File: config.mk
export PLATFORM = sky130hd
export DESIGN_NAME = link_ctrl_top
export DESIGN_NICKNAME = d
export VERILOG_FILES = /design/src/link_ctrl_pkg.sv /design/src/ipb_io_fsm.sv /design/src/ipb_target_sel.sv /design/src/chan_reg_bank.sv /design/src/synth_bit_timer.sv /design/src/synth_serial_if.sv /design/src/link_ctrl_top.sv
export SDC_FILE = /design/constraint.sdc
export NUM_CORES = 2
export LEC_CHECK = 0
export ABC_AREA = 1
export BUFFER_PORTS_ARGS = -buffer_cell sky130_fd_sc_hd__buf_2
export CAP_MARGIN = 20
export CORE_ASPECT_RATIO = 1.5
export CORE_MARGIN = 2
export CORE_UTILIZATION = 58
export CTS_BUF_LIST = sky130_fd_sc_hd__clkbuf_2
export CTS_CLUSTER_DIAMETER = 50
export DETAILED_ROUTE_END_ITERATION = 8
export GPL_TIMING_DRIVEN = 0
export PLACE_DENSITY = 0.78
export RECOVER_POWER = 25
export SETUP_SLACK_MARGIN = 0.05
export SLEW_MARGIN = 20
export SYNTH_ARGS = -nofsm -noshare
export SYNTH_HDL_FRONTEND = slang
export SYNTH_SLANG_ARGS = --single-unit
File: constraint.sdc
create_clock -name ipb_clk -period 2.3 [get_ports ipb_clk]
set_input_delay 0 -clock ipb_clk [delete_from_list [all_inputs] [get_ports ipb_clk]]
set_output_delay 0 -clock ipb_clk [all_outputs]
set_load 0.05 [all_outputs]
File: src/link_ctrl_pkg.sv
////////////////////
// link controller shared definitions
// bus widths, address map, serial timing and bus fsm states
////////////////////
package link_ctrl_pkg;

  // bus and field widths
  localparam int IPB_ADDR_W = 24;
  localparam int IPB_DATA_W = 32;
  localparam int TGT_LSB    = 20;            // target nibble is addr[23:20]
  localparam int TGT_W      = 4;
  localparam int REG_IDX_W  = 2;             // addr[1:0] picks the register
  localparam int WR_COUNT_W = 16;
  localparam int BIT_IDX_W  = 5;

  // address map
  localparam int CHANNEL_COUNT = 5;          // targets 0 to 4
  localparam int SYNTH_TARGET  = 5;          // clock synth space

  // serial clock timing
  localparam int SCLK_HALF  = 2;             // ipb_clk cycles per dclk half period
  localparam int SYNTH_BITS = 32;            // one serial word
  localparam int SCLK_DIV_W = $clog2(SCLK_HALF);

  typedef logic [IPB_ADDR_W-1:0] ipb_addr_t;
  typedef logic [IPB_DATA_W-1:0] ipb_data_t;
  typedef logic [TGT_W-1:0]      target_t;
  typedef logic [REG_IDX_W-1:0]  reg_idx_t;
  typedef logic [WR_COUNT_W-1:0] wr_count_t;
  typedef logic [BIT_IDX_W-1:0]  bit_idx_t;

  // register indices
  localparam reg_idx_t CHAN_COUNT_REG = 2'd3;  // read-only write counter
  localparam reg_idx_t SYNTH_WORD_REG = 2'd0;  // word to launch
  localparam reg_idx_t SYNTH_STAT_REG = 2'd1;  // bit 0 busy
  localparam reg_idx_t SYNTH_CTRL_REG = 2'd2;  // goe, sync levels

  typedef enum logic [2:0] {
    st_idle,
    st_write,
    st_read,
    st_ack,
    st_hold
  } ipb_state_t;

endpackage

File: src/ipb_io_fsm.sv
////////////////////
// bus slave state machine
// turns strobe and write level into one-cycle enables
// and returns a single ack per access
////////////////////
module ipb_io_fsm (
  input  logic ipb_clk,
  input  logic rst,
  input  logic ipb_strobe,  // master holds until ack
  input  logic ipb_write,
  input  logic io_rd_ack,   // registered mux ack
  output logic io_wr_en,
  output logic io_rd_en,
  output logic ipb_ack
);
  import link_ctrl_pkg::*;

  ipb_state_t state;
  ipb_state_t state_nxt;

  ////////////////////
  // next state
  always_comb begin
    state_nxt = state;
    case (state)
      st_idle: begin
        if (ipb_strobe) begin
          state_nxt = ipb_write ? st_write : st_read;
        end
      end
      st_write: begin
        state_nxt = st_ack;             // write lands with the enable
      end
      st_read: begin
        if (io_rd_ack) begin            // wait for the readback path
          state_nxt = st_ack;
        end
      end
      st_ack: begin
        state_nxt = st_hold;
      end
      st_hold: begin
        if (!ipb_strobe) begin          // master has let go
          state_nxt = st_idle;
        end
      end
      default: begin
        state_nxt = st_idle;
      end
    endcase
  end

  ////////////////////
  // state and enable flops
  always_ff @(posedge ipb_clk) begin
    if (rst) begin
      state    <= st_idle;
      io_wr_en <= 1'b0;
      io_rd_en <= 1'b0;
    end else begin
      state    <= state_nxt;
      io_wr_en <= (state == st_idle) && ipb_strobe && ipb_write;   // one cycle
      io_rd_en <= (state == st_idle) && ipb_strobe && !ipb_write;  // one cycle
    end
  end

  assign ipb_ack = (state == st_ack);   // single cycle by construction

endmodule

File: src/ipb_target_sel.sv
////////////////////
// target decode and readback mux
// top address nibble picks a channel bank or the synth
////////////////////
module ipb_target_sel (
  input  logic ipb_clk,
  input  logic rst,
  input  link_ctrl_pkg::ipb_addr_t ipb_addr,
  input  logic io_wr_en,
  input  logic io_rd_en,
  output logic [link_ctrl_pkg::CHANNEL_COUNT-1:0] chan_wr,
  output logic [link_ctrl_pkg::CHANNEL_COUNT-1:0] chan_rd,
  output logic synth_wr,
  output logic synth_rd,
  input  logic [link_ctrl_pkg::CHANNEL_COUNT-1:0] chan_rd_ack,
  input  link_ctrl_pkg::ipb_data_t [link_ctrl_pkg::CHANNEL_COUNT-1:0] chan_rd_data,
  input  logic synth_rd_ack,
  input  link_ctrl_pkg::ipb_data_t synth_rd_data,
  output logic io_rd_ack,
  output link_ctrl_pkg::ipb_data_t ipb_rdata
);
  import link_ctrl_pkg::*;

  target_t target;
  logic [CHANNEL_COUNT-1:0] chan_sel;  // one-hot channel hit
  logic synth_sel;
  logic unmapped_rd;                   // read with nobody behind it
  logic rd_hit;
  ipb_data_t rd_mux;

  assign target = ipb_addr[TGT_LSB +: TGT_W];

  always_comb begin
    for (int i = 0; i < CHANNEL_COUNT; i++) begin
      chan_sel[i] = (target == target_t'(i));
    end
  end

  assign synth_sel = (target == target_t'(SYNTH_TARGET));
  assign chan_wr   = chan_sel & {CHANNEL_COUNT{io_wr_en}};
  assign chan_rd   = chan_sel & {CHANNEL_COUNT{io_rd_en}};
  assign synth_wr  = synth_sel & io_wr_en;
  assign synth_rd  = synth_sel & io_rd_en;

  ////////////////////
  // readback steering
  always_comb begin
    rd_mux = '0;                       // unmapped space reads zero
    if (synth_rd_ack) begin
      rd_mux = synth_rd_data;
    end
    for (int i = 0; i < CHANNEL_COUNT; i++) begin
      if (chan_rd_ack[i]) begin
        rd_mux = chan_rd_data[i];
      end
    end
  end

  assign rd_hit = (|chan_rd_ack) | synth_rd_ack | unmapped_rd;

  always_ff @(posedge ipb_clk) begin
    if (rst) begin
      unmapped_rd <= 1'b0;
      io_rd_ack   <= 1'b0;
    end else begin
      unmapped_rd <= io_rd_en && !synth_sel && !(|chan_sel);  // lines up with target acks
      io_rd_ack   <= rd_hit;
    end
  end

  always_ff @(posedge ipb_clk) begin
    if (rd_hit) begin
      ipb_rdata <= rd_mux;             // holds until next ack
    end
  end

endmodule

File: src/chan_reg_bank.sv
////////////////////
// channel register bank
// three r/w words plus a count of accepted writes
////////////////////
module chan_reg_bank #(
  parameter int chan_index = 0         // bank number in the generate loop
) (
  input  logic ipb_clk,
  input  logic rst,
  input  logic wr,                     // one-cycle write strobe
  input  logic rd,                     // one-cycle read strobe
  input  link_ctrl_pkg::reg_idx_t reg_idx,
  input  link_ctrl_pkg::ipb_data_t wr_data,
  output link_ctrl_pkg::ipb_data_t rd_data,
  output logic rd_ack
);
  import link_ctrl_pkg::*;

  ipb_data_t reg0;
  ipb_data_t reg1;
  ipb_data_t reg2;
  wr_count_t wr_count;                 // writes to regs 0..2 only

  ////////////////////
  // write side
  always_ff @(posedge ipb_clk) begin
    if (rst) begin
      reg0     <= '0;
      reg1     <= '0;
      reg2     <= '0;
      wr_count <= '0;
    end else if (wr) begin
      case (reg_idx)
        2'd0:    reg0 <= wr_data;
        2'd1:    reg1 <= wr_data;
        2'd2:    reg2 <= wr_data;
        default: reg2 <= reg2;         // count reg, read only
      endcase
      if (reg_idx != CHAN_COUNT_REG) begin
        wr_count <= wr_count + wr_count_t'(1);
      end
    end
  end

  ////////////////////
  // registered readback
  always_ff @(posedge ipb_clk) begin
    if (rst) begin
      rd_ack <= 1'b0;
    end else begin
      rd_ack <= rd;
    end
  end

  always_ff @(posedge ipb_clk) begin
    if (rd) begin
      case (reg_idx)
        2'd0:    rd_data <= reg0;
        2'd1:    rd_data <= reg1;
        2'd2:    rd_data <= reg2;
        default: rd_data <= ipb_data_t'(wr_count);  // zero extended
      endcase
    end
  end

endmodule

File: src/synth_bit_timer.sv
////////////////////
// serial clock synth bit timer
// half-period ticks and bit count for one word
////////////////////
module synth_bit_timer (
  input  logic ipb_clk,
  input  logic rst,
  input  logic start,                  // launch one word
  output logic half_tick,              // dclk edge due
  output logic last_bit,               // final bit in flight
  output logic busy
);
  import link_ctrl_pkg::*;

  logic [SCLK_DIV_W-1:0] div_cnt;      // ipb_clk cycles within a half period
  logic high_phase;                    // tracks dclk level
  bit_idx_t bit_idx;

  assign half_tick = busy && (div_cnt == SCLK_DIV_W'(SCLK_HALF - 1));
  assign last_bit  = busy && (bit_idx == bit_idx_t'(SYNTH_BITS - 1));

  always_ff @(posedge ipb_clk) begin
    if (rst) begin
      busy       <= 1'b0;
      div_cnt    <= '0;
      high_phase <= 1'b0;
      bit_idx    <= '0;
    end else if (start && !busy) begin
      busy       <= 1'b1;              // first half starts low
      div_cnt    <= '0;
      high_phase <= 1'b0;
      bit_idx    <= '0;
    end else if (busy) begin
      if (half_tick) begin
        div_cnt    <= '0;
        high_phase <= !high_phase;
        if (high_phase) begin          // falling edge closes a bit
          if (last_bit) begin
            busy <= 1'b0;              // done with dclk low
          end else begin
            bit_idx <= bit_idx + bit_idx_t'(1);
          end
        end
      end else begin
        div_cnt <= div_cnt + SCLK_DIV_W'(1);
      end
    end
  end

endmodule

File: src/synth_serial_if.sv
////////////////////
// clock synth register target
// loads a 32-bit word and shifts it out on dclk, ddat, dlen
// with static goe and sync levels
////////////////////
module synth_serial_if (
  input  logic ipb_clk,
  input  logic rst,
  input  logic wr,
  input  logic rd,
  input  link_ctrl_pkg::reg_idx_t reg_idx,
  input  link_ctrl_pkg::ipb_data_t wr_data,
  output link_ctrl_pkg::ipb_data_t rd_data,
  output logic rd_ack,
  input  logic half_tick,
  input  logic last_bit,
  input  logic busy,
  output logic start,
  output logic dclk,
  output logic ddat,
  output logic dlen,
  output logic goe,
  output logic sync
);
  import link_ctrl_pkg::*;

  ipb_data_t last_word;                // register 0
  ipb_data_t shift_q;                  // msb drives ddat
  logic load;

  assign load  = wr && (reg_idx == SYNTH_WORD_REG) && !busy;  // ignored while busy
  assign start = load;
  assign ddat  = shift_q[SYNTH_BITS-1];

  ////////////////////
  // shifter and pins
  always_ff @(posedge ipb_clk) begin
    if (rst) begin
      last_word <= '0;
      shift_q   <= '0;
      dclk      <= 1'b0;
      dlen      <= 1'b0;
      goe       <= 1'b0;
      sync      <= 1'b0;
    end else begin
      if (load) begin
        last_word <= wr_data;
        shift_q   <= wr_data;          // bit 31 out first
        dclk      <= 1'b0;
        dlen      <= 1'b1;
      end else if (half_tick) begin
        dclk <= !dclk;
        if (dclk) begin                // falling edge, next bit
          shift_q <= shift_q << 1;
          if (last_bit) begin
            dlen <= 1'b0;
          end
        end
      end
      if (wr && (reg_idx == SYNTH_CTRL_REG)) begin
        goe  <= wr_data[0];
        sync <= wr_data[1];
      end
    end
  end

  ////////////////////
  // registered readback
  always_ff @(posedge ipb_clk) begin
    if (rst) begin
      rd_ack <= 1'b0;
    end else begin
      rd_ack <= rd;
    end
  end

  always_ff @(posedge ipb_clk) begin
    if (rd) begin
      case (reg_idx)
        SYNTH_WORD_REG: rd_data <= last_word;
        SYNTH_STAT_REG: rd_data <= ipb_data_t'(busy);
        SYNTH_CTRL_REG: rd_data <= ipb_data_t'({sync, goe});
        default:        rd_data <= '0;
      endcase
    end
  end

endmodule

File: src/link_ctrl_top.sv
////////////////////
// link controller bus side top level
// bus fsm, target decode, five channel banks, clock synth
////////////////////
module link_ctrl_top (
  input  logic ipb_clk,
  input  logic rst,
  input  logic ipb_strobe,
  input  logic ipb_write,
  input  link_ctrl_pkg::ipb_addr_t ipb_addr,
  input  link_ctrl_pkg::ipb_data_t ipb_wdata,
  output link_ctrl_pkg::ipb_data_t ipb_rdata,
  output logic ipb_ack,
  output logic adcclk_dclk,
  output logic adcclk_ddat,
  output logic adcclk_dlen,
  output logic adcclk_goe,
  output logic adcclk_sync
);
  import link_ctrl_pkg::*;

  logic io_wr_en;
  logic io_rd_en;
  logic io_rd_ack;                     // from the readback mux
  logic [CHANNEL_COUNT-1:0] chan_wr;
  logic [CHANNEL_COUNT-1:0] chan_rd;
  logic [CHANNEL_COUNT-1:0] chan_rd_ack;
  ipb_data_t [CHANNEL_COUNT-1:0] chan_rd_data;
  logic synth_wr;
  logic synth_rd;
  logic synth_rd_ack;
  ipb_data_t synth_rd_data;
  logic half_tick;
  logic last_bit;
  logic busy;
  logic start;

  ipb_io_fsm i_ipb_io_fsm (
    .ipb_clk   (ipb_clk),
    .rst       (rst),
    .ipb_strobe(ipb_strobe),
    .ipb_write (ipb_write),
    .io_rd_ack (io_rd_ack),
    .io_wr_en  (io_wr_en),
    .io_rd_en  (io_rd_en),
    .ipb_ack   (ipb_ack)
  );

  ipb_target_sel i_ipb_target_sel (
    .ipb_clk      (ipb_clk),
    .rst          (rst),
    .ipb_addr     (ipb_addr),
    .io_wr_en     (io_wr_en),
    .io_rd_en     (io_rd_en),
    .chan_wr      (chan_wr),
    .chan_rd      (chan_rd),
    .synth_wr     (synth_wr),
    .synth_rd     (synth_rd),
    .chan_rd_ack  (chan_rd_ack),
    .chan_rd_data (chan_rd_data),
    .synth_rd_ack (synth_rd_ack),
    .synth_rd_data(synth_rd_data),
    .io_rd_ack    (io_rd_ack),
    .ipb_rdata    (ipb_rdata)
  );

  ////////////////////
  // channel banks, one per target nibble 0..4
  for (genvar i = 0; i < CHANNEL_COUNT; i++) begin : g_chan
    chan_reg_bank #(
      .chan_index(i)
    ) i_chan_reg_bank (
      .ipb_clk(ipb_clk),
      .rst    (rst),
      .wr     (chan_wr[i]),
      .rd     (chan_rd[i]),
      .reg_idx(ipb_addr[REG_IDX_W-1:0]),
      .wr_data(ipb_wdata),
      .rd_data(chan_rd_data[i]),
      .rd_ack (chan_rd_ack[i])
    );
  end

  ////////////////////
  // clock synth
  synth_bit_timer i_synth_bit_timer (
    .ipb_clk  (ipb_clk),
    .rst      (rst),
    .start    (start),
    .half_tick(half_tick),
    .last_bit (last_bit),
    .busy     (busy)
  );

  synth_serial_if i_synth_serial_if (
    .ipb_clk  (ipb_clk),
    .rst      (rst),
    .wr       (synth_wr),
    .rd       (synth_rd),
    .reg_idx  (ipb_addr[REG_IDX_W-1:0]),
    .wr_data  (ipb_wdata),
    .rd_data  (synth_rd_data),
    .rd_ack   (synth_rd_ack),
    .half_tick(half_tick),
    .last_bit (last_bit),
    .busy     (busy),
    .start    (start),
    .dclk     (adcclk_dclk),
    .ddat     (adcclk_ddat),
    .dlen     (adcclk_dlen),
    .goe      (adcclk_goe),
    .sync     (adcclk_sync)
  );

endmodule

; ---- Word-level counts from Yosys, hierarchy flattened
; Cells that the tools add are included.
[totals]
reg_bits = 873
input_bits = 60
output_inout_bits = 38
wordCells = 160
[op_classes]
add_sub_neg = 7
n_eq_ne = 16
mux = 30
bitwise = 7
n_reduce_logical = 52
[op_table]
columns = cell, n
row1 = $pmux 32 s3, 6
row2 = $mux 32, 9
row3 = $add 16x1->16 const B, 5
row4 = $reduce_and 2->1, 22
row5 = $pmux 3 s5, 1
row6 = $logic_and 1x1->1, 11
row7 = $and 5x5->5, 2
row8 = $mux 1, 10
row9 = $reduce_or 5->1, 2
row10 = $mux 3, 3
row11 = $eq 4x2->1 const B, 2
row12 = $eq 4x3->1 const B, 2
row13 = $eq 3x2->1 const B, 2
row14 = $logic_not 1->1, 6
row15 = $ne 2x2->1 const B, 3
row16 = $reduce_and 3->1, 2
row17 = $reduce_bool 2->1, 3
row18 = $add 5x1->5 const B, 1
row19 = $eq 5x5->1 const B, 1
row20 = $eq 4x1->1 const B, 1
row21 = $logic_not 4->1, 1
row22 = $reduce_and 4->1, 1
row23 = $reduce_or 2->1, 2
row24 = $eq 3x1->1 const B, 1
row25 = 11 further kinds, 13

; ---- Depth between registers and ports, before layout
[logic_depth]
depth_word = 7
mapped_depth = 10
depth_no_buf = 9

; ---- By module
; A second synthesis with hierarchy kept.
[hier_totals]
cells_unflattened = 4434
hier_area_um2 = 36222.2
[modules_own_cells]
columns = mod, instances, cells_per_inst, area_per_inst_um2, seq_area_each_um2
row1 = chan_reg_bank, 5, 688, 5723.0, 3223.1
row2 = synth_serial_if, 1, 474, 3955.0, 2342.2
row3 = ipb_target_sel, 1, 430, 3016.6, 1001.0
row4 = synth_bit_timer, 1, 55, 404.1, 160.2
row5 = ipb_io_fsm, 1, 35, 231.5, 100.1

; ---- Least setup slack after synthesis
; No wires, ideal clock.
[synth_path]
path_kind = register to register
from = reg g_chan[4].i_chan_reg_bank.rd_ack
to = reg i_ipb_target_sel.ipb_rdata[0] (enable)
setup_time_ps = 561
arrival_time_ps = 1777
required_time_ps = 1739
slack_ps = -38
path_stages_with_launch = 5
n_path_buf = 2
synth_period_minus_slack_ps = 2338
path_cell_list = dfxtp_1 clkbuf_1 nor2_1 clkbuf_1 nand3_1
[synth_via]
elab_chain_len = 3
[synth_lines]
columns = element, line_no
row1 = "start, declared", chan_reg_bank.sv:15  ; output logic rd_ack
row2 = "start signal, assigned", chan_reg_bank.sv:51  ; rd_ack <= rd;
row3 = $reduce_or 5->1, ipb_target_sel.sv:59  ; assign rd_hit = (|chan_rd_ack) | synth_rd_ack | unmapped_rd;
row4 = $or 1x1->1 (2 in series), ipb_target_sel.sv:59
row5 = net i_ipb_target_sel.rd_hit, ipb_target_sel.sv:28  ; logic rd_hit;
row6 = "end signal, assigned", ipb_target_sel.sv:73  ; ipb_rdata <= rd_mux;
row7 = "end, declared", ipb_target_sel.sv:20  ; output link_ctrl_pkg::ipb_data_t ipb_rdata
; The timed path passes the listed nets, and every way through them passes these cells.
; A chain may end at the register's enable or synchronous reset.

; ---- Worst setup path in the final report
[layout_path]
from = reg g_chan[4].i_chan_reg_bank.rd_ack
to = reg i_ipb_target_sel.ipb_rdata[4] (data pin)
[layout_via]
elab_chain_len = 1
[layout_lines]
columns = element, line_no
row1 = $mux 32, ipb_target_sel.sv:53  ; if (chan_rd_ack[i]) begin
row2 = net i_ipb_target_sel.rd_mux[4], ipb_target_sel.sv:29  ; ipb_data_t rd_mux;
; The timed path passes the listed nets, and every way through them passes these cells.

==> results.sh <==
export IMPL_status="complete, but fails checks"
export IMPL_failed_checks="setup timing"
export IMPL_period_minus_slack_ns=2.31
export IMPL_timing_final_hold_violations=0
export IMPL_critPathKind="reg -> reg"
export IMPL_fmax_ghz=0.432
export IMPL_yosys_mux_area_fraction=0
export IMPL_synth_adder_area_share=0.00254
export IMPL_numCtsBuffers=192
export IMPL_cp_max_fo=10
export IMPL_drc=0
export IMPL_portBuffers=72
export IMPL_period_share=1.01
export IMPL_cts_sinks=873
export IMPL_drive_gt1_frac=0.119
export IMPL_synth_area_top_cells="dfxtp_1 (38%), edfxtp_1 (19%), o21ai_0 (8.7%), nand2_1 (7.9%), a21oi_1 (7.2%)"
export IMPL_whs_path_depth=7
export IMPL_std_cell_rows=109
export IMPL_synth_top_cell_by_area="dfxtp_1"
export IMPL_pwr_density_cell_mw_per_mm2=691
export IMPL_grt_use_total=0.415
export IMPL_crit_path_cell_trace="inv_1 > nand2_1 > inv_1 > clkbuf_1 > nand2_1 > nand3_1"
export IMPL_hp_class="in -> reg"
export IMPL_grt_max_degree=26
export IMPL_worstRegToRegCells=6
export IMPL_cts_tree="yes"
export IMPL_min_from="ipb_addr[20]"
export IMPL_finalClockSkew_ns=0.109
export IMPL_yosys_warnings=0
export IMPL_rr_startpoint="g_chan[4].i_chan_reg_bank.rd_ack"
export IMPL_post_place_ws_ns=-1.00
export IMPL_die_height_um=303
export IMPL_maxSlewHeadroom=0.208
export IMPL_cp_top_family="buffers and inverters"
export IMPL_wl_per_cell_um=23.7
export IMPL_critical_path_endpoint_type="register"
export IMPL_critPathArrivalTime_ns=3.45
export IMPL_ant_nets=0
export IMPL_synth_xor_area_frac=0.00152
export IMPL_synth_fp_nets=4149
export IMPL_postSynthAreaPerCell_um2=8.46
export IMPL_start_util=0.586
export IMPL_synth_compound_area_frac=0.195
export IMPL_htreeDepth=4
export IMPL_antenna_found_initial=10
export IMPL_synth_top_family_by_area="compound AO/OA/AOI/OAI gates"
export IMPL_firstDrtPassIters=8
export IMPL_gr_total_overflow=0
export IMPL_grt_pass1_wl_um=190000
export IMPL_cts_max_path_buffers=3
export IMPL_dp_hpwl_um=92400
export IMPL_postSynthCellCount=4082
export IMPL_dieArea_mm2=0.0615
export IMPL_critPathRequiredTime_ns=3.44
export IMPL_cpMaxStageDelayCell="clkbuf_1"
export IMPL_worst_path_largest_cell_delay_ns=0.61
export IMPL_syn_area_mm2=0.0345
export IMPL_first_global_vias=32500
export IMPL_crit_cells=6
export IMPL_ys_seq_area_frac=0.571
export IMPL_via_per_inst=6.18
export IMPL_drt_total_wl_um=128000
export IMPL_synth_simple_gate_area_frac=0.171
export IMPL_timing_final_max_slew_violations=0
export IMPL_rsz0062_at_grt="false"
export IMPL_min_to="g_chan[2].i_chan_reg_bank.wr_count[11]"
export IMPL_critPathBufInv=3
export IMPL_start_kind="register"
export IMPL_gp_congestion=1.02
export IMPL_final_util=0.661
export IMPL_ys_ff_latch=873
export IMPL_p_leak_nw=15.5
export IMPL_r2r_setup_slack_ns=-0.01
export IMPL_fp_dieW_um=203
export IMPL_cap_violations=0
export IMPL_synthDistinctLibCells=40
export IMPL_final_nets=4529
export IMPL_fin_ws_ns=-0.0133
export IMPL_drt_iter0_markers=4380
export IMPL_clk_latency_ns=1.36
export IMPL_worstMarginPinSlew_ns=1.18
export IMPL_worstReg2RegEnd="i_ipb_target_sel.ipb_rdata[4]"
export IMPL_netlist_area_leader_share=0.376
export IMPL_core_mm2=0.0589
export IMPL_vias=33400
export IMPL_setup_viol=1
export IMPL_ir_worst_vdd_uv=426
export IMPL_synthToLayoutAreaGrowth_pct=12.8
export IMPL_cts_root_buf="clkbuf_2"
export IMPL_ios=98
export IMPL_clk_transition_reported_paths_ns=0.12
==> through the flow <==
| step | hold WS (ns) | TNS, ns | total power, mW | cell area (µm²) | instances |
|---|---|---|---|---|---|
| 2_1_floorplan | 0.0780 | 0 | 16.7 | 34500 | 4082 |
| 3_3_place_gp | 0.184 | -262.95 | 17.2 | 35900 | 4931 |
| 3_5_place_dp | 0.186 | -38.66 | 17.3 | 36100 | 4938 |
| 4_1_cts | 0.0437 | 0 | 26.7 | 38900 | 5406 |
| 5_1_grt | 0.107 | 0 | 27.6 | 38900 | 5408 |
| 6_report | 0.114 | -0.0133 | 26.9 | 39000 | 5415 |
==> worst register-to-register path: stages (launching register included) <==
cell and delay (ns):
dfxtp_1 0.54, inv_1 0.12, nand2_1 0.05, inv_1 0.28
clkbuf_1 0.61, nand2_1 0.25, nand3_1 0.27
==> how the worst max path moves through the flow <==
| stage | to | startpoint |
|---|---|---|
| floorplan | g_chan[2].i_chan_reg_bank.rd_data[0] | ipb_addr[23] |
| global placement | g_chan[2].i_chan_reg_bank.rd_data[30] | ipb_addr[23] |
| detailed placement | i_ipb_target_sel.ipb_rdata[4] | g_chan[4].i_chan_reg_bank.rd_ack |
| CTS | i_synth_serial_if.last_word[3] | i_ipb_io_fsm.io_wr_en |
| global route | i_ipb_target_sel.ipb_rdata[25] | g_chan[1].i_chan_reg_bank.rd_ack |
| finish | i_ipb_target_sel.ipb_rdata[4] | g_chan[4].i_chan_reg_bank.rd_ack |
==> cells by family after synthesis <==
family / Yosys count
buf+inv: 513
simple gates: 1427
fa+ha+maj: 7
compound gates: 1256
xor+xnor: 6
flops: 873
==> metal layers <==
| metal | track usage | share of wire | vias up | wire length, µm |
|---|---|---|---|---|
| met3 | 0.120 | 0.11 | 724 | 14000 |
| met5 | 0 | 0.00019 | - | 24 |
| met2 | 0.673 | 0.46 | 2380 | 59000 |
| met1 | 0.444 | 0.33 | 15500 | 42600 |
| met4 | 0.359 | 0.10 | 4 | 12800 |
| li1 | - | - | 14800 | - |
==> timing repair <==
item                                     CTS  global route
gates resized for setup                   23            32
endpoints found under the setup margin    91            92
hold buffers                             106             0
endpoints found under the hold margin   1011             0
buffers inserted                           2             1
pin swaps                                  2             0
==> Yosys cell counts, drive strengths merged <==
| cell | instances |
|---|---|
| o21ai | 618 |
| ha | 7 |
| clkbuf | 201 |
| nand2 | 724 |
| nor3 | 44 |
| xor2 | 5 |
| a221oi | 1 |
| o22ai | 1 |
| a31oi | 24 |
| dfxtp | 649 |
| xnor2 | 1 |
| a211oi | 1 |
| a21boi | 1 |
| a21oi | 495 |
| nor2 | 401 |
| a22oi | 23 |
| clkinv | 2 |
| o31ai | 1 |
| inv | 203 |
| nor3b | 4 |
| buf | 107 |
| o21a | 2 |
| nand3 | 209 |
| nand4 | 35 |
| nand3b | 10 |
| a311oi | 1 |
| edfxtp | 224 |
| a22o | 43 |
| o221ai | 23 |
| o2111ai | 22 |
==> power by group <==
part           switching (mW)  internal, mW  leakage [nW]
sequential             0.0276          15.7          7.52
clock                    6.37          3.43          1.37
combinational            1.09         0.311          6.66
total                    7.48          19.5          15.5
==> state kept, by name (all words and copies together) (netlist names), 3 cells and up <==
name                             cells
g_chan.i_chan_reg_bank.rd_ack        5
g_chan.i_chan_reg_bank.reg0        160
g_chan.i_chan_reg_bank.reg2        160
i_synth_serial_if.shift_q           32
g_chan.i_chan_reg_bank.reg1        160
g_chan.i_chan_reg_bank.wr_count     80
i_synth_serial_if.last_word         32
i_ipb_target_sel.ipb_rdata          32
i_ipb_io_fsm.state                   3
i_synth_bit_timer.bit_idx            5
i_synth_serial_if.rd_data           32
g_chan.i_chan_reg_bank.rd_data     160
==> cell usage in the layout, fill, tap and decap left out, drive strengths merged, types with 2 or more instances in the layout <==
cell,netlist,routed
diode,0,9
nor2,401,401
o221ai,23,23
buf,107,177
ha,7,7
edfxtp,224,224
o21a,2,2
clkbuf,201,504
nand4,35,35
nor3,44,44
nand3b,10,10
xor2,5,5
dfxtp,649,649
a22oi,23,23
a21oi,495,495
a22o,43,43
nand2,724,724
nor3b,4,4
nand3,209,209
clkinv,2,57
o2111ai,22,22
o21ai,618,618
clkinvlp,0,4
inv,203,211
dlygate4sd3,0,106
a31oi,24,24
==> final cells by class <==
class,count,area [µm²]
Multi-Input combinational cell,2696,12800
Inverter,205,777
Fill cell,5067,20000
Buffer,306,1300
Clock buffer,294,1470
Antenna cell,9,22.5
Timing Repair Buffer,188,1590
Sequential cell,873,19700
Clock inverter,67,277
Tap cell,777,972
(Power assumes the default switching activity.)
